File: src/logic/issue_pkg.sv
////////////////////
// issue stage package
// widths, opcodes, enums and the packets that leave the issue stage
////////////////////

package issue_pkg;

    // datapath and tag widths
    localparam int data_w     = 32;
    localparam int rob_tag_w  = 4;
    localparam int num_rs     = 4;
    localparam int reg_addr_w = 5;

    // kept opcodes
    localparam logic [6:0] opc_bubble = 7'b0000000;
    localparam logic [6:0] opc_op     = 7'b0110011;
    localparam logic [6:0] opc_op_imm = 7'b0010011;
    localparam logic [6:0] opc_load   = 7'b0000011;
    localparam logic [6:0] opc_store  = 7'b0100011;
    localparam logic [6:0] opc_lui    = 7'b0110111;
    localparam logic [6:0] opc_auipc  = 7'b0010111;

    // funct7 groups for R-type
    localparam logic [6:0] f7_base = 7'b0000000;
    localparam logic [6:0] f7_alt  = 7'b0100000;
    localparam logic [6:0] f7_mext = 7'b0000001;

    // ROB instruction kinds
    localparam logic [1:0] itype_store = 2'b01;
    localparam logic [1:0] itype_reg   = 2'b10;
    localparam logic [1:0] itype_load  = 2'b11;

    localparam logic [7:0] mcause_illegal = 8'd2;

    typedef enum logic [3:0] {
        alu_add  = 4'd0,
        alu_sub  = 4'd1,
        alu_xor  = 4'd2,
        alu_or   = 4'd3,
        alu_and  = 4'd4,
        alu_sll  = 4'd5,
        alu_srl  = 4'd6,
        alu_sra  = 4'd7,
        alu_slt  = 4'd8,
        alu_sltu = 4'd9,
        alu_mul  = 4'd10,
        alu_mulh = 4'd11,
        alu_div  = 4'd12,
        alu_remu = 4'd13
    } alu_op_t;

    // illegal opcodes are flagged separately in decode_t
    typedef enum logic [1:0] {
        cls_bubble = 2'd0,
        cls_alu    = 2'd1,
        cls_load   = 2'd2,
        cls_store  = 2'd3
    } instr_class_t;

    typedef struct packed {
        logic [31:0] pc;
        logic [31:0] instruction;
    } pipe_in_t;

    typedef struct packed {
        logic [rob_tag_w-1:0] tag;
        logic [data_w-1:0]    result;
        logic                 load_step1;
    } cdb_t;

    // nonzero tag means value still pending
    typedef struct packed {
        logic [data_w-1:0]    value;
        logic [rob_tag_w-1:0] tag;
    } operand_t;

    typedef struct packed {
        instr_class_t          cls;
        logic                  illegal;
        alu_op_t               alu_op;
        logic                  use_imm;
        logic [data_w-1:0]     imm;
        logic                  use_pc;
        logic                  zero_j;
        logic                  writes_rd;
        logic [reg_addr_w-1:0] rd;
        logic [2:0]            xfer_size;
        logic                  is_signed;
    } decode_t;

    typedef struct packed {
        logic                 busy;
        logic [rob_tag_w-1:0] rob_tag;
        alu_op_t              alu_op;
        logic                 load;
        operand_t             j;
        operand_t             k;
    } rs_entry_t;

    typedef struct packed {
        logic [rob_tag_w-1:0]  rob_tag;
        logic [31:0]           pc;
        logic [reg_addr_w-1:0] reg_dest;
        logic [1:0]            itype;
        logic                  exception;
        logic [7:0]            mcause;
        logic                  ready;
    } rob_entry_t;

    typedef struct packed {
        logic                 load;
        logic                 store;
        logic [rob_tag_w-1:0] rob_tag;
        logic [2:0]           xfer_size;
        logic                 is_signed;
        operand_t             store_data;
    } lsq_entry_t;

    typedef struct packed {
        logic                  write;
        logic [reg_addr_w-1:0] rd;
        logic [rob_tag_w-1:0]  rob_tag;
    } regstat_wr_t;

endpackage

File: src/logic/issue_hold.sv
////////////////////
// issue hold
// latches a stalled instruction and replays it until it issues
////////////////////
`timescale 1ns/1ns

module issue_hold import issue_pkg::*; (
    input  logic     clk,
    input  logic     reset,
    input  pipe_in_t pipe_in,
    input  logic     stall,
    output pipe_in_t cur_instr,
    output logic     pipe_stall
);

    typedef enum logic [0:0] {
        st_empty = 1'b0,
        st_hold  = 1'b1
    } hold_state_t;

    hold_state_t state;
    hold_state_t state_next;
    pipe_in_t    hold_reg;

    always_comb begin
        state_next = state;
        case (state)
            st_empty: if (stall) state_next = st_hold;
            st_hold:  if (!stall) state_next = st_empty;
            default:  state_next = st_empty;
        endcase
    end

    always_ff @(posedge clk) begin
        if (reset) begin
            state    <= st_empty;
            hold_reg <= '0;
        end else begin
            state <= state_next;
            // grab the live instruction only on the way into hold
            if (state == st_empty && state_next == st_hold) begin
                hold_reg <= pipe_in;
            end
        end
    end

    assign cur_instr  = (state == st_hold) ? hold_reg : pipe_in;
    assign pipe_stall = (state == st_hold);

endmodule

File: src/logic/operand_resolve.sv
////////////////////
// operand resolve
// picks a source value from CDB, register file or ROB
////////////////////
`timescale 1ns/1ns

module operand_resolve import issue_pkg::*; (
    input  logic [rob_tag_w-1:0] tag,
    input  logic                 reg_busy,
    input  logic [data_w-1:0]    reg_data,
    input  logic                 rob_ready,
    input  logic [data_w-1:0]    rob_data,
    input  cdb_t                 cdb,
    output operand_t             opnd
);

    logic cdb_hit;

    // first half of a load is only an address, not a result
    assign cdb_hit = (cdb.tag == tag) && (cdb.tag != '0) && !cdb.load_step1;

    always_comb begin
        opnd.tag = '0;
        if (cdb_hit) begin
            opnd.value = cdb.result;
        end else if (!reg_busy) begin
            opnd.value = reg_data;
        end else if (rob_ready) begin
            opnd.value = rob_data;
        end else begin
            // still waiting on the producer
            opnd.value = '0;
            opnd.tag   = tag;
        end
    end

endmodule

File: src/logic/instr_decode.sv
////////////////////
// instruction decode
// class, ALU op, immediate and destination write for one instruction
////////////////////
`timescale 1ns/1ns

module instr_decode import issue_pkg::*; (
    input  pipe_in_t instr,
    output decode_t  dec
);

    logic [6:0]            opcode;
    logic [2:0]            funct3;
    logic [6:0]            funct7;
    logic [reg_addr_w-1:0] rd;
    logic [data_w-1:0]     imm_i;
    logic [data_w-1:0]     imm_s;
    logic [data_w-1:0]     imm_u;
    logic [data_w-1:0]     shamt;
    logic                  is_shift;
    alu_op_t               r_op;
    alu_op_t               i_op;

    assign opcode = instr.instruction[6:0];
    assign funct3 = instr.instruction[14:12];
    assign funct7 = instr.instruction[31:25];
    assign rd     = instr.instruction[11:7];

    assign imm_i = {{20{instr.instruction[31]}}, instr.instruction[31:20]};
    assign imm_s = {{20{instr.instruction[31]}}, instr.instruction[31:25],
                    instr.instruction[11:7]};
    assign imm_u = {instr.instruction[31:12], 12'b0};
    assign shamt = {27'b0, instr.instruction[24:20]};

    assign is_shift = (funct3 == 3'b001) || (funct3 == 3'b101);

    // R-type table, unknown combinations land on sltu
    always_comb begin
        case ({funct7, funct3})
            {f7_mext, 3'b000}: r_op = alu_mul;
            {f7_mext, 3'b001}: r_op = alu_mulh;
            {f7_mext, 3'b100}: r_op = alu_div;
            {f7_mext, 3'b111}: r_op = alu_remu;
            {f7_base, 3'b000}: r_op = alu_add;
            {f7_alt,  3'b000}: r_op = alu_sub;
            {f7_base, 3'b100}: r_op = alu_xor;
            {f7_base, 3'b110}: r_op = alu_or;
            {f7_base, 3'b111}: r_op = alu_and;
            {f7_base, 3'b001}: r_op = alu_sll;
            {f7_base, 3'b101}: r_op = alu_srl;
            {f7_alt,  3'b101}: r_op = alu_sra;
            {f7_base, 3'b010}: r_op = alu_slt;
            default:           r_op = alu_sltu;
        endcase
    end

    // I-type ops, bit 30 splits srai from srli
    always_comb begin
        case (funct3)
            3'b000:  i_op = alu_add;
            3'b100:  i_op = alu_xor;
            3'b110:  i_op = alu_or;
            3'b111:  i_op = alu_and;
            3'b001:  i_op = alu_sll;
            3'b101:  i_op = instr.instruction[30] ? alu_sra : alu_srl;
            3'b010:  i_op = alu_slt;
            default: i_op = alu_sltu;
        endcase
    end

    always_comb begin
        dec        = '0;
        dec.cls    = cls_bubble;
        dec.alu_op = alu_add;
        dec.rd     = rd;

        case (opcode)
            opc_bubble: begin
                dec.cls = cls_bubble;
            end
            opc_op: begin
                dec.cls    = cls_alu;
                dec.alu_op = r_op;
            end
            opc_op_imm: begin
                dec.cls     = cls_alu;
                dec.alu_op  = i_op;
                dec.use_imm = 1'b1;
                dec.imm     = is_shift ? shamt : imm_i;
            end
            opc_lui: begin
                dec.cls     = cls_alu;
                dec.use_imm = 1'b1;
                dec.imm     = imm_u;
                dec.zero_j  = 1'b1;
            end
            opc_auipc: begin
                dec.cls     = cls_alu;
                dec.use_imm = 1'b1;
                dec.imm     = imm_u;
                dec.use_pc  = 1'b1;
            end
            opc_load: begin
                dec.cls     = cls_load;
                dec.use_imm = 1'b1;
                dec.imm     = imm_i;
            end
            opc_store: begin
                dec.cls     = cls_store;
                dec.use_imm = 1'b1;
                dec.imm     = imm_s;
            end
            default: begin
                // goes to the ROB only, as an exception
                dec.cls     = cls_alu;
                dec.illegal = 1'b1;
            end
        endcase

        // alu result into x0 has no effect
        if (dec.cls == cls_alu && !dec.illegal && rd == '0) begin
            dec.cls = cls_bubble;
        end

        dec.writes_rd = (rd != '0) &&
                        ((dec.cls == cls_alu && !dec.illegal) || dec.cls == cls_load);

        // one-hot byte count, sign only matters for loads
        if (dec.cls == cls_load || dec.cls == cls_store) begin
            case (funct3)
                3'b000: {dec.xfer_size, dec.is_signed} = {3'b001, 1'b1};
                3'b001: {dec.xfer_size, dec.is_signed} = {3'b010, 1'b1};
                3'b010: {dec.xfer_size, dec.is_signed} = {3'b100, 1'b1};
                3'b100: {dec.xfer_size, dec.is_signed} = {3'b001, 1'b0};
                3'b101: {dec.xfer_size, dec.is_signed} = {3'b010, 1'b0};
                default: {dec.xfer_size, dec.is_signed} = {3'b100, 1'b0};
            endcase
        end
    end

endmodule

File: src/logic/dispatch_pack.sv
////////////////////
// dispatch pack
// station choice, stall, and the RS, ROB, LSQ and regstat packets
////////////////////
`timescale 1ns/1ns

module dispatch_pack import issue_pkg::*; (
    input  pipe_in_t             instr,
    input  decode_t              dec,
    input  operand_t             opnd_j,
    input  operand_t             opnd_k,
    input  logic [num_rs-1:0]    rs_busy,
    input  logic [rob_tag_w-1:0] rob_free_tag,
    input  logic                 rob_full,
    input  logic                 lsq_full,
    output logic                 stall,
    output logic [1:0]           rs_sel,
    output rs_entry_t            rs_entry,
    output rob_entry_t           rob_entry,
    output lsq_entry_t           lsq_entry,
    output regstat_wr_t          regstat_wr
);

    logic                 rs_avail;
    logic                 is_bubble;
    logic                 is_load;
    logic                 is_store;
    logic [rob_tag_w-1:0] issue_tag;
    operand_t             j_final;
    operand_t             k_final;

    // lowest free station wins, scanned from the top down
    always_comb begin
        rs_sel   = '0;
        rs_avail = 1'b0;
        for (int i = num_rs - 1; i >= 0; i--) begin
            if (!rs_busy[i]) begin
                rs_sel   = 2'(i);
                rs_avail = 1'b1;
            end
        end
    end

    assign is_bubble = (dec.cls == cls_bubble);
    assign is_load   = (dec.cls == cls_load);
    assign is_store  = (dec.cls == cls_store);

    assign stall = !is_bubble &&
                   (!rs_avail || rob_full || ((is_load || is_store) && lsq_full));

    assign issue_tag = (stall || is_bubble) ? '0 : rob_free_tag;

    // immediate, pc and lui zero replace the register operands
    always_comb begin
        j_final = opnd_j;
        k_final = opnd_k;
        if (dec.zero_j) begin
            j_final = '0;
        end else if (dec.use_pc) begin
            j_final.value = instr.pc;
            j_final.tag   = '0;
        end
        if (dec.use_imm) begin
            k_final.value = dec.imm;
            k_final.tag   = '0;
        end
    end

    always_comb begin
        rs_entry.busy    = !stall && !is_bubble && !dec.illegal;
        rs_entry.rob_tag = issue_tag;
        rs_entry.alu_op  = dec.alu_op;
        rs_entry.load    = is_load || is_store;
        rs_entry.j       = j_final;
        rs_entry.k       = k_final;
    end

    always_comb begin
        rob_entry.rob_tag   = issue_tag;
        rob_entry.pc        = instr.pc;
        rob_entry.reg_dest  = dec.writes_rd ? dec.rd : '0;
        rob_entry.exception = dec.illegal;
        rob_entry.mcause    = dec.illegal ? mcause_illegal : 8'd0;
        rob_entry.ready     = 1'b0;
        if (is_store) begin
            rob_entry.itype = itype_store;
        end else if (is_load) begin
            rob_entry.itype = itype_load;
        end else begin
            rob_entry.itype = itype_reg;
        end
    end

    // store data is rs2 before the offset replaced it
    always_comb begin
        lsq_entry.load       = is_load && !stall;
        lsq_entry.store      = is_store && !stall;
        lsq_entry.rob_tag    = issue_tag;
        lsq_entry.xfer_size  = dec.xfer_size;
        lsq_entry.is_signed  = dec.is_signed;
        lsq_entry.store_data = is_store ? opnd_k : '0;
    end

    always_comb begin
        regstat_wr.write   = dec.writes_rd && !stall;
        regstat_wr.rd      = dec.rd;
        regstat_wr.rob_tag = issue_tag;
    end

endmodule

File: src/logic/issue_top.sv
////////////////////
// issue stage top
// hold, decode, operand resolve and dispatch
////////////////////
`timescale 1ns/1ns

module issue_top import issue_pkg::*; (
    input  logic                  clk,
    input  logic                  reset,
    input  pipe_in_t              pipe_in,
    input  logic [data_w-1:0]     rs1_data,
    input  logic [data_w-1:0]     rs2_data,
    input  logic [rob_tag_w-1:0]  q_j,
    input  logic [rob_tag_w-1:0]  q_k,
    input  logic                  rs1_busy,
    input  logic                  rs2_busy,
    input  logic                  rs1_rob_ready,
    input  logic                  rs2_rob_ready,
    input  logic [data_w-1:0]     rs1_rob_data,
    input  logic [data_w-1:0]     rs2_rob_data,
    input  logic [rob_tag_w-1:0]  rob_free_tag,
    input  logic                  rob_full,
    input  logic                  lsq_full,
    input  logic [num_rs-1:0]     rs_busy,
    input  cdb_t                  cdb,
    output logic                  pipe_stall,
    output logic [reg_addr_w-1:0] rs1_addr,
    output logic [reg_addr_w-1:0] rs2_addr,
    output logic [1:0]            rs_sel,
    output rs_entry_t             rs_entry,
    output rob_entry_t            rob_entry,
    output lsq_entry_t            lsq_entry,
    output regstat_wr_t           regstat_wr
);

    pipe_in_t cur_instr;
    decode_t  dec;
    operand_t opnd_j;
    operand_t opnd_k;
    logic     stall;

    issue_hold u_hold (
        .clk        (clk),
        .reset      (reset),
        .pipe_in    (pipe_in),
        .stall      (stall),
        .cur_instr  (cur_instr),
        .pipe_stall (pipe_stall)
    );

    // register file and regstat lookups use the current instruction
    assign rs1_addr = cur_instr.instruction[19:15];
    assign rs2_addr = cur_instr.instruction[24:20];

    instr_decode u_decode (
        .instr (cur_instr),
        .dec   (dec)
    );

    operand_resolve u_opnd_j (
        .tag       (q_j),
        .reg_busy  (rs1_busy),
        .reg_data  (rs1_data),
        .rob_ready (rs1_rob_ready),
        .rob_data  (rs1_rob_data),
        .cdb       (cdb),
        .opnd      (opnd_j)
    );

    operand_resolve u_opnd_k (
        .tag       (q_k),
        .reg_busy  (rs2_busy),
        .reg_data  (rs2_data),
        .rob_ready (rs2_rob_ready),
        .rob_data  (rs2_rob_data),
        .cdb       (cdb),
        .opnd      (opnd_k)
    );

    dispatch_pack u_dispatch (
        .instr        (cur_instr),
        .dec          (dec),
        .opnd_j       (opnd_j),
        .opnd_k       (opnd_k),
        .rs_busy      (rs_busy),
        .rob_free_tag (rob_free_tag),
        .rob_full     (rob_full),
        .lsq_full     (lsq_full),
        .stall        (stall),
        .rs_sel       (rs_sel),
        .rs_entry     (rs_entry),
        .rob_entry    (rob_entry),
        .lsq_entry    (lsq_entry),
        .regstat_wr   (regstat_wr)
    );

endmodule

File: config.mk
export PLATFORM = sky130hd
export DESIGN_NAME = issue_top
export DESIGN_NICKNAME = d
export VERILOG_FILES = /design/src/logic/issue_pkg.sv /design/src/logic/issue_hold.sv /design/src/logic/operand_resolve.sv /design/src/logic/instr_decode.sv /design/src/logic/dispatch_pack.sv /design/src/logic/issue_top.sv
export SDC_FILE = /design/constraint.sdc
export NUM_CORES = 1
export LEC_CHECK = 0
export BUFFER_PORTS_ARGS = -buffer_cell sky130_fd_sc_hd__buf_2
export CORE_AREA = 3 3 177 179
export DETAILED_ROUTE_END_ITERATION = 8
export DIE_AREA = 0 0 180 182
export PLACE_DENSITY = 0.58
export SLEW_MARGIN = 5
export SYNTH_ARGS = -nofsm -noshare
export SYNTH_HDL_FRONTEND = slang
export SYNTH_SLANG_ARGS = --single-unit
File: constraint.sdc
create_clock -name clk -period 3.1 [get_ports clk]
set_input_delay 0.155 -clock clk [delete_from_list [all_inputs] [get_ports clk]]
set_output_delay 0.155 -clock clk [all_outputs]
set_load 0.05 [all_outputs]
# Word-level counts from Yosys, hierarchy flattened
# Index checks and enable logic that the tools add are counted.
[totals] register_bits=65 latchBits=0 ramBits=0 mem_bits_ro=0 in_bits=253 output_inout_bits=204 word_cells=113 mem_count=0
[op_classes] n_addsub=0 multipliers=0 div=0 magnitude_cmp=0 n_eq_ne=30 shifts=0 mux=44 n_bitwise=1 n_reduce_logical=35
[ops] cell="$mux 32" count=7
[ops] cell="$mux 36" count=4
[ops] cell="$pmux 33 s4" count=1
[ops] cell="$mux 64" count=1
[ops] cell="$pmux 4 s13" count=1
[ops] cell="$eq 10x3->1 const B" count=4
[ops] cell="$eq 10x4->1 const B" count=4
[ops] cell="$mux 4" count=8
[ops] cell="$pmux 4 s7" count=1
[ops] cell="$eq 7x6->1 const B" count=3
[ops] cell="$eq 10x9->1 const B" count=2
[ops] cell="$pmux 4 s5" count=1
[ops] cell="$logic_and 1x1->1" count=16
[ops] cell="$eq 7x5->1 const B" count=2
[ops] cell="$mux 2" count=7
[ops] cell="$eq 3x3->1 const B" count=4
[ops] cell="$eq 10x1->1 const B" count=1
[ops] cell="$eq 10x2->1 const B" count=1
[ops] cell="$logic_not 10->1" count=1
[ops] cell="$mux 1" count=10
[ops] cell="$eq 4x4->1" count=2
[ops] cell="$pmux 4 s2" count=1
[ops] cell="$eq 7x2->1 const B" count=1
[ops] cell="$logic_not 7->1" count=1
[ops] cell="16 further kinds" count=26

# Logic depth before layout (Yosys ltp)
[depth] depth_word=15 mapped_depth=12 mapped_depth_nobuf=8

# Cells and area by module
# A second synthesis with hierarchy kept.
[unflattened] cells_unflattened=1071 area_unflattened_um2=8853.5
[modules_own_cells] module="issue_hold" n_inst=1 cells_per_inst=365 area_per_inst_um2=3962.6 seq_area_each_um2=1301.2
[modules_own_cells] module="operand_resolve" n_inst=2 cells_per_inst=152 area_per_inst_um2=1053.5 seq_area_each_um2=0.0
[modules_own_cells] module="dispatch_pack" n_inst=1 cells_per_inst=256 area_per_inst_um2=1854.3 seq_area_each_um2=0.0
[modules_own_cells] module="instr_decode" n_inst=1 cells_per_inst=146 area_per_inst_um2=929.6 seq_area_each_um2=0.0

# Worst setup path after synthesis
# OpenSTA, ideal clock, no wires.
[synth_path] kind="reg-to-output" from="reg u_hold.state (netlist: u_hold.pipe_stall)" to="out regstat_wr[9] (netlist bit)" t_arrival_ps=3462 t_required_ps=2945 setup_slack_ps=-517 path_stages_with_launch=11 path_buffers=3 cell_sequence="dfxtp_1 buf_6 buf_4 buf_2 mux2i_1 inv_1 nor2_1 nand4_1 a221oi_4 nor2_1 nor3_1"
[synth_lines] element="from (decl)" line_no="issue_hold.sv:21" text="hold_state_t state;"
[synth_lines] element="from (signal assigned)" line_no="issue_hold.sv:36" text="state <= st_empty;"
[synth_lines] element="from (signal assigned)" line_no="issue_hold.sv:39" text="state <= state_next;"
[synth_lines] element="to (decl)" line_no="issue_top.sv:33" text="output regstat_wr_t regstat_wr"

==> reports/qor_table.md <==
| Parameter | This run | Unit |
|---|---|---|
| Clock tree from TritonCTS | done | - |
| Summed instance area of the synthesized netlist | 7210 | sq um |
| Xor and xnor area share after synthesis | 0.971 | % |
| Via count of the first global-routing pass | 9,026 | - |
| Part of the power in combinational logic | 48.9 | % |
| Max Fclk | 340 | MHz |
| Number of max-capacitance violations reported | 0 | - |
| Largest net degree at the start of global routing | 81 | - |
| Number of top-level pins | 457 | - |
| Leakage component of the power | 5.22 | nW |
| Final design area excluding fillers | 10,500 | sq um |
| Power Dens Cells | 383 | nW/um^2 |
| Number of distinct library cells after synthesis | 55 | - |
| Synth Area in Compound Gates | 19.7 | % |
| Final setup violation count | 0 | - |
| Via Count | 9,207 | - |
| Number of filler instances in the final layout | 3,241 | - |
| Count of state elements after synthesis | 65 | - |
| TNS Setup | 0 | ns |
| P&R area growth vs syn | 45.3 | % |
| Post-layout min period | 2.94 | ns |
| Worst setup path class | flop to primary output | - |
| Arrival time of data at the critical path endpoint | 2.79 | ns |
| GR Overflow Total | 0 | - |
| Maximum buffer depth of the clock tree | 2 | - |
| Share of async-settable or async-resettable flops after synthesis | 0 | % |
| Total power consumption of the routed design | 4.02 | mW |
| Die area | 32,800 | sq um |
| Flip-flop and latch area | 1310 | sq um |
| Critical Path Fanout Max | 80 | - |
| Final Wtd Congestion | 0.965 | - |
| Overall routed net length | 41,100 | um |
| Result of the run | finished, final reports clean | - |
| Pre-antenna DRT Iters | 6 | - |
| Fraction of power consumed by the clock network | 27.7 | % |
| Post-route clock period utilization | 94.9 | % |
| Share of the synthesized area in the top cell type | 18.0 | % |
| Leading cell type in the layout, fill and taps excluded | sky130_fd_sc_hd__buf_2 | - |
| Combinational family with the most area after synthesis | simple AND/OR/NAND/NOR gates | - |
| X dimension of the die | 180 | um |
| Initial antenna violation count | 5 | - |
| Layout Nets | 1,681 | - |
| Starting density of the core | 24.3 | % |
| Std cell rows | 63 | - |
| Transition at the pin with the smallest max-transition slack | 1.02 | ns |
| Routed Antenna Nets | 0 | - |
| Clock-pin transition on the worst setup and hold timing paths | 0.07 | ns |
| Psw | 1.82 | mW |
| Most area-consuming cells after synthesis | sky130_fd_sc_hd__dfxtp_1 (18%), sky130_fd_sc_hd__mux2i_1 (13%), sky130_fd_sc_hd__nand2b_1 (12%) | - |
| Class of the tightest hold or removal check | input pin to flop | - |
| Worst slack after detailed placement | 0.138 | ns |
| Core Footprint | 29,700 | sq um |
| Port-buffer cells | 448 | - |
| Slew HR | 31.0 | % |
| Simple-gate share of the synthesized area | 32.1 | % |
| First-pass GRT wire length | 59,100 | um |
| Worst hold slack | 0.0764 | ns |
| Area after DPL | 10,100 | sq um |
| Clock latency at the later pin of the worst-skew pair | 0.34 | ns |
| Die height | 182 | um |
| Warnings from Yosys | 0 | - |
| Layout Skew | 0.0127 | ns |
| Wire length per cell after detailed routing | 22.5 | um |
| Required time of the critical path | 2.94 | ns |
| Final slew viol count | 0 | - |
| Number of failing hold endpoints at the final stage | 0 | - |
| Cell internal pwr | 2.20 | mW |
| Area of the multi-input gates | 5390 | sq um |
| Main synth FF type | sky130_fd_sc_hd__dfxtp_1 | - |
| Leading cell types in the layout, fill and taps excluded | sky130_fd_sc_hd__buf_2 (432), sky130_fd_sc_hd__nand2b_1 (133), sky130_fd_sc_hd__o21ai_0 (107), sky130_fd_sc_hd__mux2i_1 (94), sky130_fd_sc_hd__nand2_1 (91) | - |
| 1st-iter DRT viols | 574 | - |
| H-tree depth | 3 | - |
| Setup repair after global routing missed its margin | false | - |
| Share of power burned in registers | 23.4 | % |
| Fraction of layout instances using a drive strength above 1 | 40.9 | % |
| Most area-hungry cell type in the Yosys netlist | sky130_fd_sc_hd__dfxtp_1 | - |
| Count of flip-flops with a built-in enable after synthesis | 0 | - |
| Adder-cell share of the synthesized area | 0 | % |
| Synthesized area divided by synthesized cell count | 7.09 | sq um |
| Combined global-route utilization of all metal layers | 23.8 | % |
| Gate count after technology mapping | 1,018 | - |
| Max reg flops | 64 | - |
| Endpoint kind of the worst setup timing path | primary output | - |
| Drc violations | 0 | - |
| Crit start category | flop | - |
| Half-perimeter wire length after detailed placement | 34,200 | um |
| Worst-case vdd ir drop | 0.221 | mV |
| CTS Root Cell | sky130_fd_sc_hd__clkbuf_16 | - |
| Number of buffers added to fix hold violations after cts | 0 | - |
| Portion of netlist area occupied by mux cells | 20.5 | % |
| Switching power share of the total | 45.3 | % |
| Number of vias per cell after detailed routing | 5.04 | - |
| Number of buffers created by CTS | 9 | - |
| Worst path setup slack after routing | 0.158 | ns |
| Sequential element share of the synthesized area | 18.0 | % |
| Sink count of the clock tree | 65 | - |
==> worst paths after layout <==
path / startpoint / end / slack [ns] / depth (start not counted)
worst max-delay path: u_hold.pipe_stall$_SDFF_PP0_ / rs_entry[53] / 0.16 / 6
worst min-delay path: pipe_in[20] / u_hold.hold_reg[20]$_SDFFE_PP0P_ / 0.08 / 3
worst max register to register: u_hold.pipe_stall$_SDFF_PP0_ / u_hold.hold_reg[10]$_SDFFE_PP0P_ / 0.40 / 8
worst min register to register: u_hold.hold_reg[45]$_SDFFE_PP0P_ / u_hold.hold_reg[45]$_SDFFE_PP0P_ / 0.47 / 2
==> cell usage after synthesis (9+ instances only) <==
cell                       number
sky130_fd_sc_hd__buf_4         23
sky130_fd_sc_hd__dfxtp_1       65
sky130_fd_sc_hd__nor2b_1       47
sky130_fd_sc_hd__o21ai_0      108
sky130_fd_sc_hd__nor3_1        13
sky130_fd_sc_hd__a31o_2         9
sky130_fd_sc_hd__nand2b_1     133
sky130_fd_sc_hd__nand2_1       93
sky130_fd_sc_hd__a21oi_1       69
sky130_fd_sc_hd__o21a_1        10
sky130_fd_sc_hd__nand3_1       42
sky130_fd_sc_hd__buf_1          9
sky130_fd_sc_hd__nor2_1        58
sky130_fd_sc_hd__mux2i_1       96
sky130_fd_sc_hd__and2_1        10
sky130_fd_sc_hd__inv_1         22
sky130_fd_sc_hd__clkbuf_1      56
sky130_fd_sc_hd__mux2_2        46
==> power by group through the flow <==
stage	Sequential [mW]	Clock, mW	Combinational [mW]
finish	0.940	1.11	1.97
global route	0.947	1.17	2.08
CTS	0.938	1.14	1.97
detailed placement	0.960	0	1.95
global placement	0.958	0	1.94
floorplan	0.945	0	1.29
==> cells by family (layout without fill, tap and decap cells) <==
kind of cell              count (synthesis)  in the layout
AOI/OAI and AO/OA                       242            242
xor gates and xnor gates                  8              8
buffers and inverters                   125            533
DFF                                      65             65
muxes                                   142            142
other                                     1             11
and+or+nand+nor                         435            435
==> per-stage QoR <==
| stage | utilization (%) | cells |
|---|---|---|
| 2_1_floorplan | - | 1025 |
| 3_3_place_gp | 34.0 | 1805 |
| 3_5_place_dp | 34.0 | 1805 |
| 4_1_cts | 35.2 | 1822 |
| 5_1_grt | 35.3 | 1825 |
| 6_report | 35.3 | 1826 |
==> final cells by class <==
class | instances | area share, %
multi-input cells | 835 | 51.4
repair buffers | 493 | 27.5
flip-flops and latches | 65 | 12.5
well taps | 390 | 4.66
clock buffers | 12 | 2.54
inverters | 24 | 0.883
clock inverters | 4 | 0.477
diodes | 3 | 0.0716
==> critical path, stage by stage, from the launching register on <==
cell,delay [ns]
sky130_fd_sc_hd__dfxtp_4,0.40
sky130_fd_sc_hd__or3b_1,0.38
sky130_fd_sc_hd__a222oi_1,0.47
sky130_fd_sc_hd__bufbuf_16,0.51
sky130_fd_sc_hd__nand3_1,0.23
sky130_fd_sc_hd__o21ai_0,0.12
sky130_fd_sc_hd__buf_2,0.29
==> per-layer routing <==
metal,part of all wire [%],vias to the layer above,GRT usage [%]
met1,42,4351,30.8
met5,0.051,-,0
met3,6.1,77,3.37
met2,47,452,39.5
li1,-,4323,-
met4,4.6,4,10.6
==> repair_timing <==
| action | 4_1_cts | 5_1_grt |
|---|---|---|
| endpoints found under the setup margin | 53 | 26 |
| setup buffers | 1 | 1 |
| pin swaps | 0 | 1 |
| gates resized for setup | 4 | 5 |
No activity file was read; power rests on OpenSTA's default activity.
